$ cat src/mips_defs.svh
`ifndef MIPS_DEFS_SVH
`define MIPS_DEFS_SVH

// width of every datapath word
`define DATA_W 32

// word address bits, so each memory holds 1024 words
`define IMEM_AW 10
`define DMEM_AW 10

// stores whose address has this top nibble go to the output port
// and never reach the data memory
`define IO_NIBBLE 4'h8

// first fetch address after reset
`define RESET_PC 32'h0000_0000

`endif

$ cat src/pipePkg.sv
`include "mips_defs.svh"

package pipePkg;

	typedef enum logic [3:0] {
		ALU_ADD,
		ALU_SUB,
		ALU_AND,
		ALU_OR,
		ALU_XOR,
		ALU_NOR,
		ALU_SLT,
		ALU_SLTU,
		ALU_SLL,
		ALU_SRL,
		ALU_SRA,
		ALU_LUI
	} aluOpE;

	typedef enum logic [2:0] {
		SRC_RT,
		SRC_RS,
		SRC_SEXT,
		SRC_ZEXT,
		SRC_ZERO,
		SRC_SHAMT
	} srcBE;

	// stores reuse the word, half and byte kinds together with isStore
	typedef enum logic [2:0] {
		LS_NONE,
		LS_W,
		LS_H,
		LS_HU,
		LS_B,
		LS_BU
	} lsKindE;

	typedef enum logic [1:0] {
		JMP_SEQ,
		JMP_BRANCH,
		JMP_JUMP,
		JMP_REG
	} jumpE;

	typedef struct packed {
		logic regDest;
		logic aluRegSel;
		logic link;
		logic regWrite;
		logic memToReg;
		logic isStore;
		aluOpE aluOp;
		srcBE srcB;
		lsKindE lsKind;
		jumpE jumpKind;
	} ctrlT;

	// fetch to decode/execute
	typedef struct packed {
		logic valid;
		logic [`DATA_W-1:0] pc;
		logic [`DATA_W-1:0] pcPlus4;
	} fetchRegT;

	// execute to writeback
	typedef struct packed {
		logic regWrite;
		logic memToReg;
		logic link;
		lsKindE lsKind;
		logic [4:0] waddr;
		logic [`DATA_W-1:0] aluOut;
		logic [`DATA_W-1:0] pcPlus8;
	} wbRegT;

endpackage

$ cat src/alu.sv
`timescale 1ns/1ns
`include "mips_defs.svh"

module alu (
	input logic [`DATA_W-1:0] a,
	input logic [`DATA_W-1:0] b,
	input pipePkg::aluOpE op,
	output logic [`DATA_W-1:0] result,
	output logic equal
);
	import pipePkg::*;

	always_comb begin
		case (op)
			ALU_ADD: result = a + b;
			ALU_SUB: result = a - b;
			ALU_AND: result = a & b;
			ALU_OR: result = a | b;
			ALU_XOR: result = a ^ b;
			ALU_NOR: result = ~(a | b);
			ALU_SLT: result = ($signed(a) < $signed(b)) ? `DATA_W'(1) : '0;
			ALU_SLTU: result = (a < b) ? `DATA_W'(1) : '0;
			// shift amount sits in the low bits of b
			ALU_SLL: result = a << b[4:0];
			ALU_SRL: result = a >> b[4:0];
			ALU_SRA: result = $signed(a) >>> b[4:0];
			ALU_LUI: result = {b[15:0], 16'h0000};
			default: result = '0;
		endcase
	end

	// raw operand compare for beq and bne
	assign equal = (a == b);

endmodule

$ cat config.mk
export PLATFORM = sky130hd
export DESIGN_NAME = alu
export DESIGN_NICKNAME = d
export VERILOG_FILES = /design/src/pipePkg.sv /design/src/alu.sv
export VERILOG_INCLUDE_DIRS = /design/src
export SDC_FILE = /design/constraint.sdc
export NUM_CORES = 1
export LEC_CHECK = 0
export BUFFER_PORTS_ARGS = -buffer_cell sky130_fd_sc_hd__buf_2
export CAP_MARGIN = 20
export CORE_UTILIZATION = 50
export DETAILED_ROUTE_END_ITERATION = 10
export PLACE_DENSITY = 0.7
export SLEW_MARGIN = 20
export SYNTH_ARGS = -nofsm -noshare
export SYNTH_HDL_FRONTEND = slang
export SYNTH_SLANG_ARGS = --single-unit
$ cat constraint.sdc
create_clock -name vclk -period 9.36
set_clock_uncertainty 0.15 [all_clocks]
set_input_delay 2.34 -clock vclk [all_inputs]
set_output_delay 2.34 -clock vclk [all_outputs]
set_load 0.05 [all_outputs]
==> reports/qor.yml <==
fmax_ghz: 0.112
cts_hold_buffers: 0
postRouteAntennaNets: 0
worst_slew_pin_slew_ps: 969
seqCellArea_um2: 0
wl_met3_um: 5330
yosys.area.top_type_share: 0.136
drcViolationCount: 0
tns_ps: 0
relSlewSlack: 0.352
wl_per_cell_um: 25.6
antenna_found_initial: 1
slew_violations: 0
ys_top_cells_by_area: "ha_1 14%, mux4_2 9.4%, a21oi_1 6.8%"
dpl-instance-area_um2: 9620
grt_pass1_wl_um: 61800
synth_nets: 1537
drt_iter0_markers: 1764
drv_cap: 0
overflow: 0
multi_input_area_um2: 8280
outcome: "finished clean"
cts_resized: 0
ys_top_cells_by_count: "152 x nand2_1, 128 x nor2_1, 125 x a21oi_1"
p_leak_nw: 4.28
min_to: "result[28]"
vias: 11500
fin_hold_ws_ps: 5190
initial_core_util: 0.509
ys_seq_area_frac: 0
diodes: 0
fp-row-count: 49
die_y_um: 137
vdd_drop_max_v: 0.0000454
cp-start-kind: "input pin"
top_layer: "met5"
critPathRequiredTime_ps: 6870
crit_fanout: 34
min_path_cells: 4
grt_usage: 0.434
synth_top_area_cell: "ha_1"
powerDensity_nw_per_um2: 69.0
avgSynthCellArea_um2: 6.68
wl_met1_um: 16500
syn_inst: 1368
seq_cell_count: 0
num-nets-final: 1548
dp_hpwl_um: 31300
cts_setup_buffers: 0
syn_area_um2: 9140
rsz0062_at_grt: "no"
num_io_pins: 101
viasPerCell: 7.16
crit_type: "in2out"
setup_viol_count_final: 0
wl_met2_um: 17200
syn2layout_area_growth_pct: 5.34
post-route-min-period_ps: 8890
grt_max_degree: 72
drive_gt1_frac: 0.145
ys_warn_count: 0
dieArea_um2: 18800
gp_congestion: 1.09
clock_buffers: 0
design_area_um2: 9620
end_kind: "primary output"
grt_pass1_vias: 10210
crit_arrival_ps: 6400
routed_wl_um: 41200
fin_crit_sh: 0.950
hold_start: "b[12]"
synth_most_common_cell: "nand2_1"
portBuffers: 101
hp-class: "in2out"
drt_first_pass_iters: 6
num-fill-cells: 1858
die_w_um: 137
coreArea_um2: 18000
ys_types: 86
hold_viol: 0
logic make-up after synthesis:
family,Yosys count,synth area share
AO/OA/AOI/OAI,533,0.392
XOR/XNOR,2,0.00192
adder cells (fa/ha/maj),101,0.140
buffers and inverters,214,0.0953
multiplexers,101,0.164
AND/OR/NAND/NOR,417,0.207
routing by layer:
layer	global-route usage	up-vias
li1	-	5148
met1	0.600	5340
met2	0.643	866
met3	0.0937	144
met4	0.186	2
met5	0	-
how the worst max path moves through the flow:
stage	startpoint	to	slack, ps	cells after the start
floorplan	b[2]	result[29]	410	16
global placement	b[1]	result[29]	700	13
detailed placement	b[1]	result[29]	580	13
CTS	b[1]	result[29]	550	13
global route	b[1]	result[29]	270	13
finish	b[1]	result[29]	470	13
worst max-delay path, cell delays in order:
cell	delay, ps
buf_4	370
inv_1	290
ha_1	440
a21o_1	130
a21oi_1	90
o21a_1	260
o32ai_1	630
o221ai_1	380
o31ai_1	730
nand3b_1	140
o311a_1	130
a31oi_1	150
buf_2	280
power breakdown:
group / switching (W) / internal [W] / leakage (nW)
Combinational: 0.000453 / 0.000211 / 4.28
Sequential: 0 / 0 / 0
Clock: 0 / 0 / 0
Total: 0.000453 / 0.000211 / 4.28
per-stage QoR:
stage / cells / utilization / setup slack [ps] / total power, W
final: 1606 / 0.536 / 468 / 0.000664
after global routing: 1606 / 0.536 / 274 / 0.000703
after CTS: 1606 / 0.536 / 547 / 0.000640
after detailed placement: 1606 / 0.536 / 576 / 0.000637
after global placement: 1606 / 0.536 / 695 / 0.000635
after floorplan: 1368 / - / 409 / 0.000456
layout by cell type, fill, tap and decap left out, types with 6 or more instances in the layout:
master	count
mux4_2	38
nor2b_1	15
nand3_1	26
nor2_1	126
ha_1	99
o21a_1	10
o31ai_1	17
o211a_1	6
o21bai_1	13
a211o_1	10
a22oi_1	13
a2111oi_0	7
mux2i_1	52
a31oi_1	13
a22o_1	8
nand2b_1	11
inv_1	97
a221oi_1	35
or3_1	7
nand4_1	8
nor3_1	26
o211ai_1	29
mux2_2	10
a21o_1	19
o22ai_1	13
a21oi_1	125
a211oi_1	21
buf_4	25
nand2_1	152
a221o_1	9
o21ai_1	14
buf_2	100
nor4_1	7
and3_1	9
o21ai_0	107
o221ai_1	8
layout make-up:
cell class / count / share of cell area
inverters: 98 / 0.0382
well taps: 229 / 0.0298
multi-input cells: 1154 / 0.860
repair buffers: 125 / 0.0715
(Power assumes the default switching activity.)
