`src/mips_defs.svh`:
```
`ifndef MIPS_DEFS_SVH
`define MIPS_DEFS_SVH

// width of every datapath word
`define DATA_W 32

// word address bits, so each memory holds 1024 words
`define IMEM_AW 10
`define DMEM_AW 10

// stores whose address has this top nibble go to the output port
// and never reach the data memory
`define IO_NIBBLE 4'h8

// first fetch address after reset
`define RESET_PC 32'h0000_0000

`endif

```
`src/isaPkg.sv`:
```
package isaPkg;

	// primary opcodes of the supported subset
	typedef enum logic [5:0] {
		OP_RTYPE = 6'h00,
		OP_J     = 6'h02,
		OP_JAL   = 6'h03,
		OP_BEQ   = 6'h04,
		OP_BNE   = 6'h05,
		OP_ADDIU = 6'h09,
		OP_SLTI  = 6'h0a,
		OP_SLTIU = 6'h0b,
		OP_ANDI  = 6'h0c,
		OP_ORI   = 6'h0d,
		OP_XORI  = 6'h0e,
		OP_LUI   = 6'h0f,
		OP_LB    = 6'h20,
		OP_LH    = 6'h21,
		OP_LW    = 6'h23,
		OP_LBU   = 6'h24,
		OP_LHU   = 6'h25,
		OP_SB    = 6'h28,
		OP_SH    = 6'h29,
		OP_SW    = 6'h2b
	} opcodeE;

	// function field of R-type words
	typedef enum logic [5:0] {
		F_SLL  = 6'h00,
		F_SRL  = 6'h02,
		F_SRA  = 6'h03,
		F_JR   = 6'h08,
		F_JALR = 6'h09,
		F_ADDU = 6'h21,
		F_SUBU = 6'h23,
		F_AND  = 6'h24,
		F_OR   = 6'h25,
		F_XOR  = 6'h26,
		F_NOR  = 6'h27,
		F_SLT  = 6'h2a,
		F_SLTU = 6'h2b
	} functE;

	typedef struct packed {
		opcodeE op;
		logic [4:0] rs;
		logic [4:0] rt;
		logic [4:0] rd;
		logic [4:0] shamt;
		functE funct;
	} rFmtT;

	typedef struct packed {
		opcodeE op;
		logic [4:0] rs;
		logic [4:0] rt;
		logic [15:0] imm16;
	} iFmtT;

	typedef struct packed {
		opcodeE op;
		logic [25:0] target26;
	} jFmtT;

	// one instruction word, read in whichever format the opcode implies
	typedef union packed {
		rFmtT r;
		iFmtT i;
		jFmtT j;
	} instrU;

endpackage

```
`src/pipePkg.sv`:
```
`include "mips_defs.svh"

package pipePkg;

	typedef enum logic [3:0] {
		ALU_ADD,
		ALU_SUB,
		ALU_AND,
		ALU_OR,
		ALU_XOR,
		ALU_NOR,
		ALU_SLT,
		ALU_SLTU,
		ALU_SLL,
		ALU_SRL,
		ALU_SRA,
		ALU_LUI
	} aluOpE;

	typedef enum logic [2:0] {
		SRC_RT,
		SRC_RS,
		SRC_SEXT,
		SRC_ZEXT,
		SRC_ZERO,
		SRC_SHAMT
	} srcBE;

	// stores reuse the word, half and byte kinds together with isStore
	typedef enum logic [2:0] {
		LS_NONE,
		LS_W,
		LS_H,
		LS_HU,
		LS_B,
		LS_BU
	} lsKindE;

	typedef enum logic [1:0] {
		JMP_SEQ,
		JMP_BRANCH,
		JMP_JUMP,
		JMP_REG
	} jumpE;

	typedef struct packed {
		logic regDest;
		logic aluRegSel;
		logic link;
		logic regWrite;
		logic memToReg;
		logic isStore;
		aluOpE aluOp;
		srcBE srcB;
		lsKindE lsKind;
		jumpE jumpKind;
	} ctrlT;

	// fetch to decode/execute
	typedef struct packed {
		logic valid;
		logic [`DATA_W-1:0] pc;
		logic [`DATA_W-1:0] pcPlus4;
	} fetchRegT;

	// execute to writeback
	typedef struct packed {
		logic regWrite;
		logic memToReg;
		logic link;
		lsKindE lsKind;
		logic [4:0] waddr;
		logic [`DATA_W-1:0] aluOut;
		logic [`DATA_W-1:0] pcPlus8;
	} wbRegT;

endpackage

```
`src/controlUnit.sv`:
```
`timescale 1ns/1ns

module controlUnit (
	input isaPkg::instrU instr,
	output pipePkg::ctrlT ctrl
);
	import isaPkg::*;
	import pipePkg::*;

	always_comb begin
		// anything not listed below stays a bubble
		ctrl = '0;
		case (instr.r.op)
			OP_RTYPE: begin
				ctrl.regDest = 1'b1;
				ctrl.regWrite = 1'b1;
				case (instr.r.funct)
					F_ADDU: ctrl.aluOp = ALU_ADD;
					F_SUBU: ctrl.aluOp = ALU_SUB;
					F_AND: ctrl.aluOp = ALU_AND;
					F_OR: ctrl.aluOp = ALU_OR;
					F_XOR: ctrl.aluOp = ALU_XOR;
					F_NOR: ctrl.aluOp = ALU_NOR;
					F_SLT: ctrl.aluOp = ALU_SLT;
					F_SLTU: ctrl.aluOp = ALU_SLTU;
					F_SLL, F_SRL, F_SRA: begin
						// shifts move rt by shamt
						ctrl.aluRegSel = 1'b1;
						ctrl.srcB = SRC_SHAMT;
						ctrl.aluOp = (instr.r.funct == F_SLL) ? ALU_SLL :
							(instr.r.funct == F_SRL) ? ALU_SRL : ALU_SRA;
					end
					F_JR, F_JALR: begin
						ctrl.regWrite = (instr.r.funct == F_JALR);
						ctrl.link = 1'b1;
						ctrl.jumpKind = JMP_REG;
						ctrl.aluOp = ALU_OR;
						ctrl.srcB = SRC_RS;
					end
					default: ctrl = '0;
				endcase
			end
			OP_ADDIU, OP_SLTI, OP_SLTIU: begin
				ctrl.regWrite = 1'b1;
				ctrl.srcB = SRC_SEXT;
				ctrl.aluOp = (instr.i.op == OP_ADDIU) ? ALU_ADD :
					(instr.i.op == OP_SLTI) ? ALU_SLT : ALU_SLTU;
			end
			OP_ANDI, OP_ORI, OP_XORI, OP_LUI: begin
				ctrl.regWrite = 1'b1;
				ctrl.srcB = SRC_ZEXT;
				ctrl.aluOp = (instr.i.op == OP_ANDI) ? ALU_AND :
					(instr.i.op == OP_ORI) ? ALU_OR :
					(instr.i.op == OP_XORI) ? ALU_XOR : ALU_LUI;
			end
			OP_LW, OP_LH, OP_LHU, OP_LB, OP_LBU: begin
				ctrl.regWrite = 1'b1;
				ctrl.memToReg = 1'b1;
				ctrl.srcB = SRC_SEXT;
				ctrl.lsKind = (instr.i.op == OP_LW) ? LS_W :
					(instr.i.op == OP_LH) ? LS_H :
					(instr.i.op == OP_LHU) ? LS_HU :
					(instr.i.op == OP_LB) ? LS_B : LS_BU;
			end
			OP_SW, OP_SH, OP_SB: begin
				ctrl.isStore = 1'b1;
				ctrl.srcB = SRC_SEXT;
				ctrl.lsKind = (instr.i.op == OP_SW) ? LS_W :
					(instr.i.op == OP_SH) ? LS_H : LS_B;
			end
			OP_BEQ, OP_BNE: begin
				ctrl.jumpKind = JMP_BRANCH;
				ctrl.aluOp = ALU_SUB;
			end
			OP_J, OP_JAL: begin
				ctrl.jumpKind = JMP_JUMP;
				ctrl.srcB = SRC_ZERO;
				ctrl.link = (instr.j.op == OP_JAL);
				ctrl.regWrite = (instr.j.op == OP_JAL);
			end
			default: ctrl = '0;
		endcase
	end

	// a store must never also claim a register write in writeback
	always_comb begin
		assert final (!(ctrl.regWrite && ctrl.isStore))
			else $error("store decoded with regWrite set");
	end

endmodule

```
`config.mk`:
```
export PLATFORM = sky130hd
export DESIGN_NAME = controlUnit
export DESIGN_NICKNAME = d
export VERILOG_FILES = /design/src/isaPkg.sv /design/src/pipePkg.sv /design/src/controlUnit.sv
export VERILOG_INCLUDE_DIRS = /design/src
export SDC_FILE = /design/constraint.sdc
export NUM_CORES = 1
export LEC_CHECK = 0
export ABC_AREA = 1
export ABC_CLOCK_PERIOD_IN_PS = 1100
export BUFFER_PORTS_ARGS = -buffer_cell sky130_fd_sc_hd__buf_2
export CAP_MARGIN = 20
export CORE_UTILIZATION = 32
export DETAILED_ROUTE_END_ITERATION = 8
export MAX_ROUTING_LAYER = met4
export PLACE_DENSITY = 0.71
export SLEW_MARGIN = 10
export SYNTH_ARGS = -nofsm -noshare
export SYNTH_HDL_FRONTEND = slang
export SYNTH_SLANG_ARGS = --single-unit
```
`constraint.sdc`:
```
create_clock -name vclk -period 1.1
set_input_delay 0.22 -clock vclk [all_inputs]
set_output_delay 0.22 -clock vclk [all_outputs]
set_load 0.005 [all_outputs]
```
==> reports/summary.txt <==
Total Routing Usage GR - 0.242
Row cnt - 14
Placed cell count - 181
Sequential Area - 0 µm²
RSZ-0062 raised after global routing - yes
Port Buf Inserts - 30
Max layer used - met4
Total power - 371 µW
Seq cells - 0
Yosys warns - 0
DRT met1 WL - 868 µm
Netlist Area Pre-Place - 523 µm²
Arrival time worst endpoint - 1.15 ns
Share of the synthesized area in the top cell type - 0.266
Slew Limit Headroom - 0.775
Hpwl dp - 1.36 mm
WL/cell - 13.8 µm
Die Wd - 42.4 µm
Critical path's slowest cell - nor4_2
Nets@finish - 205
Status - finished with violations
Cell variety after synth - 19
Max-cap viol count - 0
Crit path cell chain - buf_6 -> buf_4 -> nor4_2 -> o22ai_1 -> buf_2
Placer Congestion - 0.924
Post-Synthesis Cells - 117
Least-Margin Pin Slew - 0.335 ns
Overall die area - 0.00180 mm²
Clock buf count - 0
Gr ovfl total - 0
DRC Markers - 0
Pins Over Slew Limit - 0
Core area - 0.00152 mm²
Avg Cell Area, Syn - 4.47 µm²
Pre-antenna DRT Iters - 4
Antenna Cells - 0
Metal3 WL - 66 µm
Post-place setup slack - -0.326 ns
Area growth syn-to-layout - 136%
Starting DRC count in detailed routing - 16
Antenna violations before repair - 0
Peak supply drop - 0.000221 V
Seq/Total Area, Yosys - 0
Post-Layout Cell Count - 187
Yosys top cell by area - nand2_1
Static leakage - 0.000713 µW
Critical Path RT - 0.88 ns
First-pass GRT wire length - 3.44 mm
Largest cells by area after synthesis - nand2_1 27%, nand3_1 14%, inv_1 14%, nor2_1 14%, nor2_2 6.0%
Share of post-route cells with drive strength above 1 - 0.690
Slowest stage delay, CP - 0.37 ns
Min Clock Period, post-route - 1.37 ns
Final period utilization - 1.25
Final setup fails - 17
Setup crit start kind - input pin
Chip Height - 42.4 µm
Crit-path max FO - 5
Violated checks - setup timing
Antenna Nets Post-Route - 0
Vias in the first global route - 920
Starting density of the core - 0.343
Met2 wire length - 1.57 mm
Drt via density - 5.18
# IOs - 50
Fin. Hold Viols - 0
Syn_nets - 149
DR vias - 969
Max frequency - 730 MHz
Crit Path Category - in -> out
Pwr/cell area - 301 mW/mm²
CP endpoint kind - output port
Hold Path Class - in -> out
Largest net degree at the start of global routing - 7
WL final - 2.57 mm
Final WS setup - -0.270 ns
==> timing repair <==
item                       CTS  global route
setup endpoints to repair   18            18
pin swaps                   30            19
gates resized for setup     91            20
hold buffers                 0             0
setup buffers                4             2
hold endpoints to repair     0             0
==> per-layer routing <==
metal  vias to the layer above  global-route usage
met4                         0              0.0938
met3                         6             0.00431
li1                        473                   -
met1                       455               0.206
met5                         -                   -
met2                        35               0.529
==> path summary, 6_finish.rpt <==
path / to / cells past startpoint / startpoint
setup / recovery: ctrl[2] / 5 / instr[27]
hold / removal: ctrl[4] / 3 / instr[28]
==> placed cells by master (no fill, tap or decap), drive strengths merged <==
cell	count
o21ai	4
nand3	17
inv	24
nand4	1
or2	1
a211oi	1
nor3	1
o22ai	1
nand2	39
nor2	25
a21oi	2
buf	54
nor4	1
==> kinds of logic after synthesis <==
group,Yosys count,synth area share
buffers and inverters,24,0.172
AO/OA/AOI/OAI,8,0.0837
AND/OR/NAND/NOR,85,0.744
==> synthesized netlist by cell type, drive strengths merged <==
cell,count
nand2,39
nor2,25
inv,24
nand3,17
o21ai,4
a21oi,2
a211oi,1
nand4,1
nor3,1
nor4,1
o22ai,1
or2,1
==> worst max-delay path: cells and delay by family <==
| kind | cells | cell delay (ns) |
|---|---|---|
| compound gates | 1 | 0.15 |
| simple gates | 1 | 0.37 |
| buf+inv | 3 | 0.41 |
==> where the power goes <==
part | total [µW] | internal, µW | leakage (µW) | switching, µW
clock | 0 | 0 | 0 | 0
sequential | 0 | 0 | 0 | 0
combinational | 371 | 175 | 0.000713 | 196
total | 371 | 175 | 0.000713 | 196
==> metrics by stage <==
| stage | hold slack [ns] | TNS (ns) | utilization | area [µm²] |
|---|---|---|---|---|
| 2_1_floorplan | 0.496 | 0 | - | 523 |
| 3_3_place_gp | 0.778 | -3.46 | 0.544 | 828 |
| 3_5_place_dp | 0.789 | -4.18 | 0.544 | 828 |
| 4_1_cts | 0.750 | -2.15 | 0.747 | 1140 |
| 5_1_grt | 0.774 | -3.66 | 0.810 | 1230 |
| 6_report | 0.767 | -2.95 | 0.810 | 1230 |
==> area by class of cell <==
| type | instances | area, µm² |
|---|---|---|
| Inverter | 24 | 103 |
| Fill cell | 104 | 290 |
| Tap cell | 16 | 20.0 |
| Multi-Input combinational cell | 93 | 667 |
| Timing Repair Buffer | 54 | 444 |
Note: power is estimated with default switching activity, not from simulation.
